[src/source/hwpe_source_macros.svh]
// width and depth defines for the hwpe source streamer
// lane count, memory word and address widths
// stream sideband widths, counter width, output buffer depth

`ifndef HWPE_SOURCE_MACROS_SVH
`define HWPE_SOURCE_MACROS_SVH

// memory lanes read per request
`define HWPE_NPX 4

// memory side
`define HWPE_WORD_W 32
`define HWPE_ADDR_W 32

// stream sideband
`define HWPE_TID_W   4
`define HWPE_TDEST_W 4
`define HWPE_TUSER_W 8

// line and column counters
`define HWPE_CNT_W 12

// output buffer entries
`define HWPE_BUF_DEPTH 2

`endif

[src/source/hwpe_tcdm_pkg.sv]
// memory side types of the hwpe source streamer
// byte address, data word and their per-lane arrays

`default_nettype none

`include "hwpe_source_macros.svh"

package hwpe_tcdm_pkg;

  // one byte address
  typedef logic [`HWPE_ADDR_W-1:0] tcdm_addr_t;

  // one memory word
  typedef logic [`HWPE_WORD_W-1:0] tcdm_word_t;

  // one entry per lane, lane 0 in the low bits
  typedef tcdm_addr_t [`HWPE_NPX-1:0] tcdm_addr_lanes_t;
  typedef tcdm_word_t [`HWPE_NPX-1:0] tcdm_data_lanes_t;

endpackage

`default_nettype wire

[src/source/hwpe_source_pkg.sv]
// sequencing types of the hwpe source streamer
// controller state enum and line/column count type

`default_nettype none

`include "hwpe_source_macros.svh"

package hwpe_source_pkg;

  // controller states
  // drain waits for the output buffer after the final grant
  typedef enum logic [1:0] {
    IDLE   = 2'd0,
    SOURCE = 2'd1,
    DRAIN  = 2'd2
  } source_state_e;

  // a line or column count
  typedef logic [`HWPE_CNT_W-1:0] source_cnt_t;

endpackage

`default_nettype wire

[src/source/hwpe_source_addressgen.sv]
// address generator of the hwpe source streamer
// column and line counters with a running line base
// combinational lane addresses, in-progress level, last column and last request

`default_nettype none

`include "hwpe_source_macros.svh"

module hwpe_source_addressgen
  import hwpe_tcdm_pkg::*;
  import hwpe_source_pkg::*;
(
  input  logic             clk,
  input  logic             rst_n,
  input  logic             start_i,
  input  logic             adv_i,
  input  tcdm_addr_t       cfg_base_i,
  input  source_cnt_t      cfg_n_lines_i,
  input  source_cnt_t      cfg_n_cols_i,
  input  tcdm_addr_t       cfg_line_stride_i,
  output tcdm_addr_lanes_t addr_o,
  output logic             in_progress_o,
  output logic             last_col_o,
  output logic             last_req_o
);

  source_cnt_t col_q;
  source_cnt_t line_q;
  tcdm_addr_t  line_base_q;
  logic        in_progress_q;
  logic        last_line;
  tcdm_addr_t  col_word;

  // end of line and end of block
  assign last_col_o  = (col_q == cfg_n_cols_i - 1'b1);
  assign last_line   = (line_q == cfg_n_lines_i - 1'b1);
  assign last_req_o  = last_col_o & last_line;

  assign in_progress_o = in_progress_q;

  // counters
  always_ff @(posedge clk or negedge rst_n) begin
    if (!rst_n) begin
      col_q         <= '0;
      line_q        <= '0;
      line_base_q   <= '0;
      in_progress_q <= 1'b0;
    end else if (start_i) begin
      // new job, restart at the block origin
      col_q         <= '0;
      line_q        <= '0;
      line_base_q   <= cfg_base_i;
      in_progress_q <= 1'b1;
    end else if (adv_i) begin
      if (last_col_o) begin
        // wrap into the next line
        col_q       <= '0;
        line_q      <= line_q + 1'b1;
        line_base_q <= line_base_q + cfg_line_stride_i;
        // nothing left once the final line wraps
        if (last_line) begin
          in_progress_q <= 1'b0;
        end
      end else begin
        col_q <= col_q + 1'b1;
      end
    end
  end

  // first word index of the current column
  assign col_word = tcdm_addr_t'(col_q) * tcdm_addr_t'(`HWPE_NPX);

  // lane p reads word col*npx+p of the line, 4 bytes per word
  always_comb begin
    for (int p = 0; p < `HWPE_NPX; p++) begin
      addr_o[p] = line_base_q + ((col_word + tcdm_addr_t'(p)) << 2);
    end
  end

  // the controller only steps the walk while a job is open
  a_adv_in_progress : assert property (
    @(posedge clk) disable iff (!rst_n)
    adv_i |-> in_progress_o
  );

endmodule

`default_nettype wire

[src/source/hwpe_source_ctrl.sv]
// controller of the hwpe source streamer
// idle/source/drain fsm, lane requests, address advance
// last flag for the output buffer, line-change pulse, done pulse

`default_nettype none

`include "hwpe_source_macros.svh"

module hwpe_source_ctrl
  import hwpe_source_pkg::*;
(
  input  logic                 clk,
  input  logic                 rst_n,
  input  logic                 start_i,
  input  logic [`HWPE_NPX-1:0] tcdm_gnt_i,
  input  logic                 in_progress_i,
  input  logic                 last_col_i,
  input  logic                 last_req_i,
  input  logic                 space_ok_i,
  input  logic                 empty_i,
  output logic                 ready_o,
  output logic                 gen_start_o,
  output logic [`HWPE_NPX-1:0] tcdm_req_o,
  output logic                 adv_o,
  output logic                 push_last_o,
  output logic                 change_feat_o,
  output logic                 done_o
);

  source_state_e state_q;
  source_state_e state_d;
  logic          req_all;
  logic          fire;

  assign ready_o     = (state_q == IDLE);
  assign gen_start_o = ready_o & start_i;

  // all lanes request together while the buffer has room
  // space_ok cannot fall while a request waits, so req holds until granted
  assign req_all    = (state_q == SOURCE) & in_progress_i & space_ok_i;
  assign tcdm_req_o = {`HWPE_NPX{req_all}};

  // full grant, every lane in the same cycle
  assign fire = req_all & (&tcdm_gnt_i);

  assign adv_o         = fire;
  assign change_feat_o = fire & last_col_i;

  // next state
  always_comb begin
    state_d = state_q;
    case (state_q)
      IDLE: begin
        if (start_i) begin
          state_d = SOURCE;
        end
      end
      SOURCE: begin
        if (fire && last_req_i) begin
          state_d = DRAIN;
        end
      end
      DRAIN: begin
        // empty also covers the read still in flight
        if (empty_i) begin
          state_d = IDLE;
        end
      end
      default: state_d = IDLE;
    endcase
  end

  always_ff @(posedge clk or negedge rst_n) begin
    if (!rst_n) begin
      state_q     <= IDLE;
      push_last_o <= 1'b0;
      done_o      <= 1'b0;
    end else begin
      state_q     <= state_d;
      // lines up with the read data one cycle after the grant
      push_last_o <= fire & last_req_i;
      done_o      <= (state_q == DRAIN) & empty_i;
    end
  end

  // raised requests stay up until the memory grants all lanes
  a_req_hold : assert property (
    @(posedge clk) disable iff (!rst_n)
    (|tcdm_req_o && !(&tcdm_gnt_i)) |=> (&tcdm_req_o)
  );

endmodule

`default_nettype wire

[src/source/hwpe_source_stream_out.sv]
// stream output stage of the hwpe source streamer
// 2-entry circular buffer of lane data plus last flag
// in-flight tracking for free space, emptiness to the controller

`default_nettype none

`include "hwpe_source_macros.svh"

module hwpe_source_stream_out
  import hwpe_tcdm_pkg::*;
(
  input  logic             clk,
  input  logic             rst_n,
  input  logic             rvalid_i,
  input  tcdm_data_lanes_t rdata_i,
  input  logic             last_i,
  input  logic             req_fire_i,
  input  logic             tready_i,
  output logic             tvalid_o,
  output tcdm_data_lanes_t tdata_o,
  output logic             tlast_o,
  output logic             space_ok_o,
  output logic             empty_o
);

  localparam int unsigned ptr_w = $clog2(`HWPE_BUF_DEPTH);
  localparam int unsigned cnt_w = $clog2(`HWPE_BUF_DEPTH + 1);

  tcdm_data_lanes_t   data_mem [`HWPE_BUF_DEPTH];
  logic               last_mem [`HWPE_BUF_DEPTH];
  logic [ptr_w-1:0]   wr_ptr_q;
  logic [ptr_w-1:0]   rd_ptr_q;
  logic [cnt_w-1:0]   count_q;
  logic               inflight_q;
  logic [cnt_w:0]     occupancy;
  logic               push;
  logic               pop;

  assign push = rvalid_i;
  assign pop  = tvalid_o & tready_i;

  // head of the buffer
  assign tvalid_o = (count_q != '0);
  assign tdata_o  = data_mem[rd_ptr_q];
  assign tlast_o  = tvalid_o & last_mem[rd_ptr_q];

  // stored words plus the one the memory still owes
  assign occupancy  = {1'b0, count_q} + {{cnt_w{1'b0}}, inflight_q};
  assign space_ok_o = (occupancy < (cnt_w + 1)'(`HWPE_BUF_DEPTH));
  assign empty_o    = (occupancy == '0);

  // storage
  always_ff @(posedge clk) begin
    if (push) begin
      data_mem[wr_ptr_q] <= rdata_i;
      last_mem[wr_ptr_q] <= last_i;
    end
  end

  // pointers, count and in-flight flag
  always_ff @(posedge clk or negedge rst_n) begin
    if (!rst_n) begin
      wr_ptr_q   <= '0;
      rd_ptr_q   <= '0;
      count_q    <= '0;
      inflight_q <= 1'b0;
    end else begin
      if (push) begin
        wr_ptr_q <= (wr_ptr_q == ptr_w'(`HWPE_BUF_DEPTH - 1)) ? '0 : wr_ptr_q + 1'b1;
      end
      if (pop) begin
        rd_ptr_q <= (rd_ptr_q == ptr_w'(`HWPE_BUF_DEPTH - 1)) ? '0 : rd_ptr_q + 1'b1;
      end
      // simultaneous push and pop keep the count
      if (push && !pop) begin
        count_q <= count_q + 1'b1;
      end else if (pop && !push) begin
        count_q <= count_q - 1'b1;
      end
      // a new grant wins over the return of the previous one
      if (req_fire_i) begin
        inflight_q <= 1'b1;
      end else if (rvalid_i) begin
        inflight_q <= 1'b0;
      end
    end
  end

  // controller gating must keep returning data from hitting a full buffer
  a_no_overflow : assert property (
    @(posedge clk) disable iff (!rst_n)
    rvalid_i |-> (count_q < cnt_w'(`HWPE_BUF_DEPTH))
  );

endmodule

`default_nettype wire

[src/source/hwpe_source.sv]
// top level of the hwpe source streamer
// address generator, controller and stream output stage
// sideband registers sampled at job start

`default_nettype none

`include "hwpe_source_macros.svh"

module hwpe_source
  import hwpe_tcdm_pkg::*;
  import hwpe_source_pkg::*;
(
  input  logic                     clk,
  input  logic                     rst_n,
  // job configuration, stable from start to done
  input  tcdm_addr_t               cfg_base_i,
  input  source_cnt_t              cfg_n_lines_i,
  input  source_cnt_t              cfg_n_cols_i,
  input  tcdm_addr_t               cfg_line_stride_i,
  input  logic [`HWPE_TID_W-1:0]   cfg_tid_i,
  input  logic [`HWPE_TDEST_W-1:0] cfg_tdest_i,
  input  logic [`HWPE_TUSER_W-1:0] cfg_tuser_i,
  // start and done
  input  logic                     start_i,
  output logic                     ready_o,
  output logic                     done_o,
  // memory lanes
  output logic [`HWPE_NPX-1:0]     tcdm_req_o,
  input  logic [`HWPE_NPX-1:0]     tcdm_gnt_i,
  output tcdm_addr_lanes_t         tcdm_add_o,
  input  tcdm_data_lanes_t         tcdm_r_data_i,
  input  logic                     tcdm_r_valid_i,
  // stream output
  output logic                     tvalid_o,
  input  logic                     tready_i,
  output tcdm_data_lanes_t         tdata_o,
  output logic                     tlast_o,
  output logic [`HWPE_TID_W-1:0]   tid_o,
  output logic [`HWPE_TDEST_W-1:0] tdest_o,
  output logic [`HWPE_TUSER_W-1:0] tuser_o,
  output logic                     change_feat_o
);

  logic gen_start;
  logic adv;
  logic in_progress;
  logic last_col;
  logic last_req;
  logic push_last;
  logic space_ok;
  logic empty;

  hwpe_source_addressgen i_addressgen (
    .clk               ( clk               ),
    .rst_n             ( rst_n             ),
    .start_i           ( gen_start         ),
    .adv_i             ( adv               ),
    .cfg_base_i        ( cfg_base_i        ),
    .cfg_n_lines_i     ( cfg_n_lines_i     ),
    .cfg_n_cols_i      ( cfg_n_cols_i      ),
    .cfg_line_stride_i ( cfg_line_stride_i ),
    .addr_o            ( tcdm_add_o        ),
    .in_progress_o     ( in_progress       ),
    .last_col_o        ( last_col          ),
    .last_req_o        ( last_req          )
  );

  hwpe_source_ctrl i_ctrl (
    .clk           ( clk           ),
    .rst_n         ( rst_n         ),
    .start_i       ( start_i       ),
    .tcdm_gnt_i    ( tcdm_gnt_i    ),
    .in_progress_i ( in_progress   ),
    .last_col_i    ( last_col      ),
    .last_req_i    ( last_req      ),
    .space_ok_i    ( space_ok      ),
    .empty_i       ( empty         ),
    .ready_o       ( ready_o       ),
    .gen_start_o   ( gen_start     ),
    .tcdm_req_o    ( tcdm_req_o    ),
    .adv_o         ( adv           ),
    .push_last_o   ( push_last     ),
    .change_feat_o ( change_feat_o ),
    .done_o        ( done_o        )
  );

  // adv is the full grant, so it marks a read in flight
  hwpe_source_stream_out i_stream_out (
    .clk        ( clk            ),
    .rst_n      ( rst_n          ),
    .rvalid_i   ( tcdm_r_valid_i ),
    .rdata_i    ( tcdm_r_data_i  ),
    .last_i     ( push_last      ),
    .req_fire_i ( adv            ),
    .tready_i   ( tready_i       ),
    .tvalid_o   ( tvalid_o       ),
    .tdata_o    ( tdata_o        ),
    .tlast_o    ( tlast_o        ),
    .space_ok_o ( space_ok       ),
    .empty_o    ( empty          )
  );

  // sideband held for the whole job
  always_ff @(posedge clk) begin
    if (gen_start) begin
      tid_o   <= cfg_tid_i;
      tdest_o <= cfg_tdest_i;
      tuser_o <= cfg_tuser_i;
    end
  end

endmodule

`default_nettype wire

[config.mk]
export PLATFORM = sky130hd
export DESIGN_NAME = hwpe_source
export DESIGN_NICKNAME = d
export VERILOG_FILES = /design/src/source/hwpe_tcdm_pkg.sv /design/src/source/hwpe_source_pkg.sv /design/src/source/hwpe_source_addressgen.sv /design/src/source/hwpe_source_ctrl.sv /design/src/source/hwpe_source_stream_out.sv /design/src/source/hwpe_source.sv
export VERILOG_INCLUDE_DIRS = /design/src /design/src/source
export SDC_FILE = /design/constraint.sdc
export NUM_CORES = 1
export LEC_CHECK = 0
export BUFFER_PORTS_ARGS = -buffer_cell sky130_fd_sc_hd__buf_2
export CORE_AREA = 2 2 203 205
export DETAILED_ROUTE_END_ITERATION = 6
export DIE_AREA = 0 0 205 207
export PLACE_DENSITY = 0.75
export SLEW_MARGIN = 40
export SYNTH_ARGS = -nofsm -noshare
export SYNTH_HDL_FRONTEND = slang
export SYNTH_SLANG_ARGS = --single-unit
[constraint.sdc]
create_clock -name clk -period 9 [get_ports clk]
set_input_delay 1.8 -clock clk [delete_from_list [all_inputs] [get_ports clk]]
set_output_delay 1.8 -clock clk [all_outputs]
set_load 0.1 [all_outputs]
==> flow_summary.toml, run 1 <==
[outcome]
status = "finished, final reports clean"

[logic_synthesis]
yosys_warnings = 0
synth.distinct_cells = 67
async_flop_share_pct = 19.4
yosysMostFrequentCell = "edfxtp_1"
yosys.area.top_type = "edfxtp_1"
synthTopCellsByCount = "274 x edfxtp_1, 128 x mux2_2, 106 x nand2_1, 106 x xnor2_1, 104 x a21oi_1"
synth_seq_cells = 340
synth_top_area_share_pct = 46.4
avgSynthCellArea_um2 = 11.9
synth_nets = 1791
synth-edff-count = 274
synth_cells = 1492
synth.area.top_cells = "edfxtp_1 46%, dfrtp_1 9.3%, mux2_2 8.1%"
synth_area_um2 = 17700
synth_seq_area_share_pct = 55.7
synthFlopType = "edfxtp_1"

[sta]
setup_tns_ns = 0
rsz0062_at_grt = "no"
finalHoldViolCount = 0
tightestPinTransition_ns = 0.759
post-route-period-util_pct = 75.0
clock.fmax_mhz = 148
fin_crit_ns = 6.75
fin_skew_ns = 0.0237
slew_headroom_pct = 48.9
setup_viol = 0
slew_violations = 0

[route]
finalWirelength_um = 52400
ant_nets = 0
vias_per_cell = 5.45
first_pass_iters = 5
num_vias = 13900
drt_iter0_drc = 986
drc = 0
wl_per_cell_um = 20.5

[layout]
seq_area_um2 = 9880
fin_nets = 2286
drive_gt1_share_pct = 36.1
syn_to_final_growth_pct = 24.0
multi_input_area_um2 = 7350
nFillCells = 3469

[floorplanning]
die_w_um = 205
io_pins = 522
die-area_um2 = 42400
core_um2 = 40400
rows = 74
die_h_um = 207
initial_core_util_pct = 44.0

[clock_network]
cts_resized = 0
ctsHoldBuffers = 0
cts_root_buffer = "clkbuf_16"
clk_path_buf_depth = 3
cts.sinks = 340
cts_buffers = 38
clock_latency_ns = 0.55
post-cts-setup-buffers = 0
path_clk_slew_ns = 0.06
cts.htree.levels = 2
cts_tree = "yes"

[critical_path]
worst_path_max_delay_cell = "or4_1"
worst_ep_required_time_ns = 7.20
cp_cell_sequence = "buf_2, inv_1, ha_1, nor2b_1, or3_1, a31oi_1, nand4_1, or4_1, or2_1, buf_4, clkinv_4, buf_2"
crit_top_cell = "buf_2"
cpPeakStageDelay_ns = 0.62
critical_path.max_fanout = 33
path_class = "input port to output pin"
critical_path_arrival_ns = 4.95
worst-path-buf-inv = 5
critPathTopFamily = "simple AND/OR/NAND/NOR gates"
crit_path_end_kind = "output pin"
cp-start-kind = "input port"

[placed_design]
gp_congestion = 0.933
io_buffers = 521
post-dp-hpwl_um = 39600

[global_routing]
top_usage_layer = "met2"
overflow = 0
grt_max_degree = 80
use_met3_pct = 4.53
track_usage_pct = 23.6
use_met2_pct = 40.6
use_met1_pct = 29.5
antenna_found_initial = 6
grt_pass1_vias = 13600
grt_pass1_wl_um = 77500

[job]
max_cap_violations = 0

[hold_path]
min_path_type = "flop to flop"
[metrics by stage]
step / hold WS (ns) / setup WS (ns) / std cells / instance area [µm²] / util [%]
2_1_floorplan: 0.420 / 0.975 / 1492 / 17700 / -
3_3_place_gp: 0.421 / 2.24 / 2478 / 20700 / 51.4
3_5_place_dp: 0.435 / 2.24 / 2479 / 20800 / 51.5
4_1_cts: 0.443 / 2.22 / 2545 / 22000 / 54.4
5_1_grt: 0.469 / 2.10 / 2549 / 22000 / 54.5
6_report: 0.435 / 2.25 / 2549 / 22000 / 54.5
[cell families (layout without fill, tap and decap cells)]
| kind of cell | after synthesis | in the layout | synth area share [%] |
|---|---|---|---|
| DFF | 340 | 340 | 55.7 |
| xor gates and xnor gates | 183 | 183 | 9.03 |
| adders and majority gates | 58 | 58 | 4.22 |
| AOI/OAI and AO/OA | 302 | 302 | 10.1 |
| and+or+nand+nor | 357 | 357 | 9.72 |
| other | 0 | 4 | 0 |
| buffers and inverters | 122 | 643 | 3.02 |
| muxes | 130 | 130 | 8.24 |
[routing by layer]
| metal | part of all wire (%) | vias up |
|---|---|---|
| met3 | 7.8 | 88 |
| met1 | 40 | 6771 |
| met2 | 49 | 609 |
| met5 | 0.036 | - |
| met4 | 3.1 | 2 |
| li1 | - | 6422 |
[final timing paths]
check                                                              from                                        to  slack, ns  depth (start not counted)
worst min-delay path                       i_ctrl.push_last_o$_DFF_PN0_        i_stream_out.last_mem[0]$_DFFE_PP_       0.44                          0
worst max-delay path                                    cfg_n_cols_i[0]                             change_feat_o       2.25                         12
worst min register to register             i_ctrl.push_last_o$_DFF_PN0_        i_stream_out.last_mem[0]$_DFFE_PP_       0.44                          0
min in group asynchronous                                         rst_n  i_addressgen.line_base_q[27]$_DFFE_PN0P_       1.35                          2
worst max register to register  i_addressgen.line_base_q[0]$_DFFE_PN0P_  i_addressgen.line_base_q[30]$_DFFE_PN0P_       5.19                         13
max in group asynchronous                                         rst_n         i_stream_out.rd_ptr_q$_DFFE_PN0P_       7.13                          2
[flip-flops by register name (all words and copies together) (netlist names)]
signal and count:
tuser_o 8, i_stream_out.rd_ptr_q 1, i_addressgen.in_progress_o 1, i_addressgen.col_q 12, tdest_o 4, i_ctrl.state_q 2
i_ctrl.done_o 1, i_stream_out.inflight_q 1, i_stream_out.wr_ptr_q 1, i_stream_out.count_q 2, i_addressgen.line_base_q 32, tid_o 4
i_ctrl.push_last_o 1, i_stream_out.data_mem 256, i_stream_out.last_mem 2, i_addressgen.line_q 12
[final cells by class]
class                      count  area share [%]
sequential                   340            44.9
clock inverter                18           0.910
timing repair buffer         533            12.4
multi-input combinational   1030            33.4
clock buffer                  48            4.49
tap                          532            3.03
antenna                        4          0.0455
inverter                      44           0.774
[layout by cell type (no fill, tap or decap), types with 22 or more instances in the layout]
| master | instances |
|---|---|
| nand2_1 | 106 |
| xor2_1 | 77 |
| dfrtp_1 | 65 |
| nor2_1 | 92 |
| xnor2_1 | 106 |
| buf_2 | 521 |
| a21oi_1 | 104 |
| ha_1 | 55 |
| edfxtp_1 | 274 |
| clkbuf_16 | 38 |
| o21ai_0 | 81 |
| and3_1 | 22 |
| nand3_1 | 34 |
| inv_1 | 42 |
| mux2_2 | 128 |
| a21o_1 | 25 |
Power of run 1 is left out: the tool's default activity adds up to more than one toggle a clock period on the data nets, which glitch-free logic cannot reach.
==> inputs of run 2 (changes only) <==
--- a/config.mk
+++ b/config.mk
@@ -7,10 +7,10 @@
 export NUM_CORES = 1
 export LEC_CHECK = 0
 export BUFFER_PORTS_ARGS = -buffer_cell sky130_fd_sc_hd__buf_2
-export CORE_AREA = 2 2 203 205
+export CORE_AREA = 2 2 233 166
 export DETAILED_ROUTE_END_ITERATION = 6
-export DIE_AREA = 0 0 205 207
-export PLACE_DENSITY = 0.75
+export DIE_AREA = 0 0 235 168
+export PLACE_DENSITY = 0.83
 export SLEW_MARGIN = 40
 export SYNTH_ARGS = -nofsm -noshare
 export SYNTH_HDL_FRONTEND = slang
==> constraint.sdc (replaced) <==
create_clock -name clk -period 5.6 [get_ports clk]
set_input_delay 1.12 -clock clk [delete_from_list [all_inputs] [get_ports clk]]
set_output_delay 1.12 -clock clk [all_outputs]
set_load 0.1 [all_outputs]
==> flow_summary.toml, run 2 (synthesis gave the netlist of run 1 again) <==
[layout]
drive_gt1_share_pct = 36.0
syn_to_final_growth_pct = 23.8
reg_top3 = "i_stream_out.data_mem x256, i_addressgen.line_base_q x32"
final_cell_mix = "519 x buf_2, 274 x edfxtp_1, 128 x mux2_2"
fin_nets = 2287
mostFrequentLayoutCell = "buf_2"
regMostFlops = "i_stream_out.data_mem"
largest_register_ff_count = 256

[placed_design]
gp_congestion = 1.02
io_buffers = 521
post-dp-hpwl_um = 41800
dp_slack_ns = 0.847

[floorplanning]
rows = 60
initial_core_util_pct = 47.2
die-area_um2 = 39500
die_w_um = 235
die_h_um = 168
core_um2 = 37600
io_pins = 522

[sta]
worst_slack_ns = 0.458
fin_skew_ns = 0.0210
tightestPinTransition_ns = 0.796
rsz0062_at_grt = "no"
setup_tns_ns = 0
fin_crit_ns = 5.14
clock.fmax_mhz = 194
finalHoldViolCount = 0
setup_viol = 0
post-route-period-util_pct = 91.8
slew_headroom_pct = 46.4
slew_violations = 0

[route]
drc = 0
wl_per_cell_um = 21.8
num_vias = 14200
ant_nets = 0
first_pass_iters = 5
finalWirelength_um = 55000
drt_iter0_drc = 1269
vias_per_cell = 5.62

[clock_network]
cts_root_buffer = "clkbuf_16"
cts.sinks = 340
post-cts-setup-buffers = 0
cts_resized = 0
cts_tree = "yes"
cts_buffers = 34
clock_latency_ns = 0.53
path_clk_slew_ns = 0.06
clk_path_buf_depth = 3
cts.htree.levels = 2
ctsHoldBuffers = 0

[critical_path]
reg2reg_from = "i_addressgen.line_base_q[20]$_DFFE_PN0P_"
worst_ep_required_time_ns = 4.48
cp-startpoint = "i_addressgen.col_q[0]$_DFFE_PN0P_"
crit_path_end_kind = "output pin"
endpoint = "tcdm_add_o[52]"
cp-start-kind = "flop"
critical_path_arrival_ns = 4.02
critical_path.max_fanout = 7
path_class = "flop to output pin"
rr_worst_depth = 11
rrSetupSlack_ns = 1.71
rr_endpoint = "i_addressgen.line_base_q[31]$_DFFE_PN0P_"

[job]
max_cap_violations = 0

[global_routing]
grt_pass1_wl_um = 81400
grt_pass1_vias = 13500
grt_max_degree = 130
track_usage_pct = 26.6
overflow = 0
antenna_found_initial = 14

[outcome]
status = "finished, final reports clean"

[hold_path]
min_path_type = "flop to flop"
## run 2: worst max-delay path: stages, from the launching register on
cell	delay, ns
dfrtp_1	0.52
ha_1	0.38
inv_1	0.14
fa_1	0.51
inv_1	0.17
a21oi_1	0.08
o21bai_1	0.43
nand2_1	0.18
nand2_1	0.16
nand2b_1	0.09
nand2_1	0.16
a21oi_1	0.08
xnor2_1	0.14
buf_2	0.45
## run 2: final cells by class
class,instances,area (µm²)
clock inverters,17,211
fillers,3069,15700
diodes,11,27.5
inverters,44,170
repair buffers,538,2820
clock buffers,44,888
well taps,496,621
multi-input cells,1030,7340
flip-flops and latches,340,9880
## run 2: per-stage QoR
stage	utilization [%]	instances	cell area, µm²	hold WS [ns]
after detailed placement	55.4	2448	20800	0.461
after global routing	58.4	2517	22000	0.482
after CTS	58.3	2509	21900	0.476
final	58.4	2520	22000	0.467
after global placement	55.2	2445	20800	0.423
after floorplan	-	1492	17700	0.420
## run 2: worst min path at each step
stage | from | end | depth (start not counted)
after floorplan | i_ctrl.push_last_o$_DFF_PN0_ | i_stream_out.last_mem[0]$_DFFE_PP_ | 0
after global placement | i_ctrl.push_last_o$_DFF_PN0_ | i_stream_out.last_mem[0]$_DFFE_PP_ | 0
after detailed placement | i_ctrl.push_last_o$_DFF_PN0_ | i_stream_out.last_mem[1]$_DFFE_PP_ | 0
after CTS | i_ctrl.push_last_o$_DFF_PN0_ | i_stream_out.last_mem[0]$_DFFE_PP_ | 0
after global routing | i_ctrl.push_last_o$_DFF_PN0_ | i_stream_out.last_mem[0]$_DFFE_PP_ | 0
final | i_ctrl.push_last_o$_DFF_PN0_ | i_stream_out.last_mem[0]$_DFFE_PP_ | 0
## run 2: metal layers
| metal | share of wire [%] | up-vias | global-route usage, % | routed length, µm |
|---|---|---|---|---|
| li1 | - | 6431 | - | - |
| met1 | 40 | 6880 | 36.0 | 22200 |
| met2 | 46 | 718 | 42.0 | 25400 |
| met3 | 9.6 | 118 | 6.43 | 5260 |
| met4 | 3.6 | 8 | 9.88 | 1970 |
| met5 | 0.10 | - | 0 | 55 |
Power of run 2 is left out for the same reason.
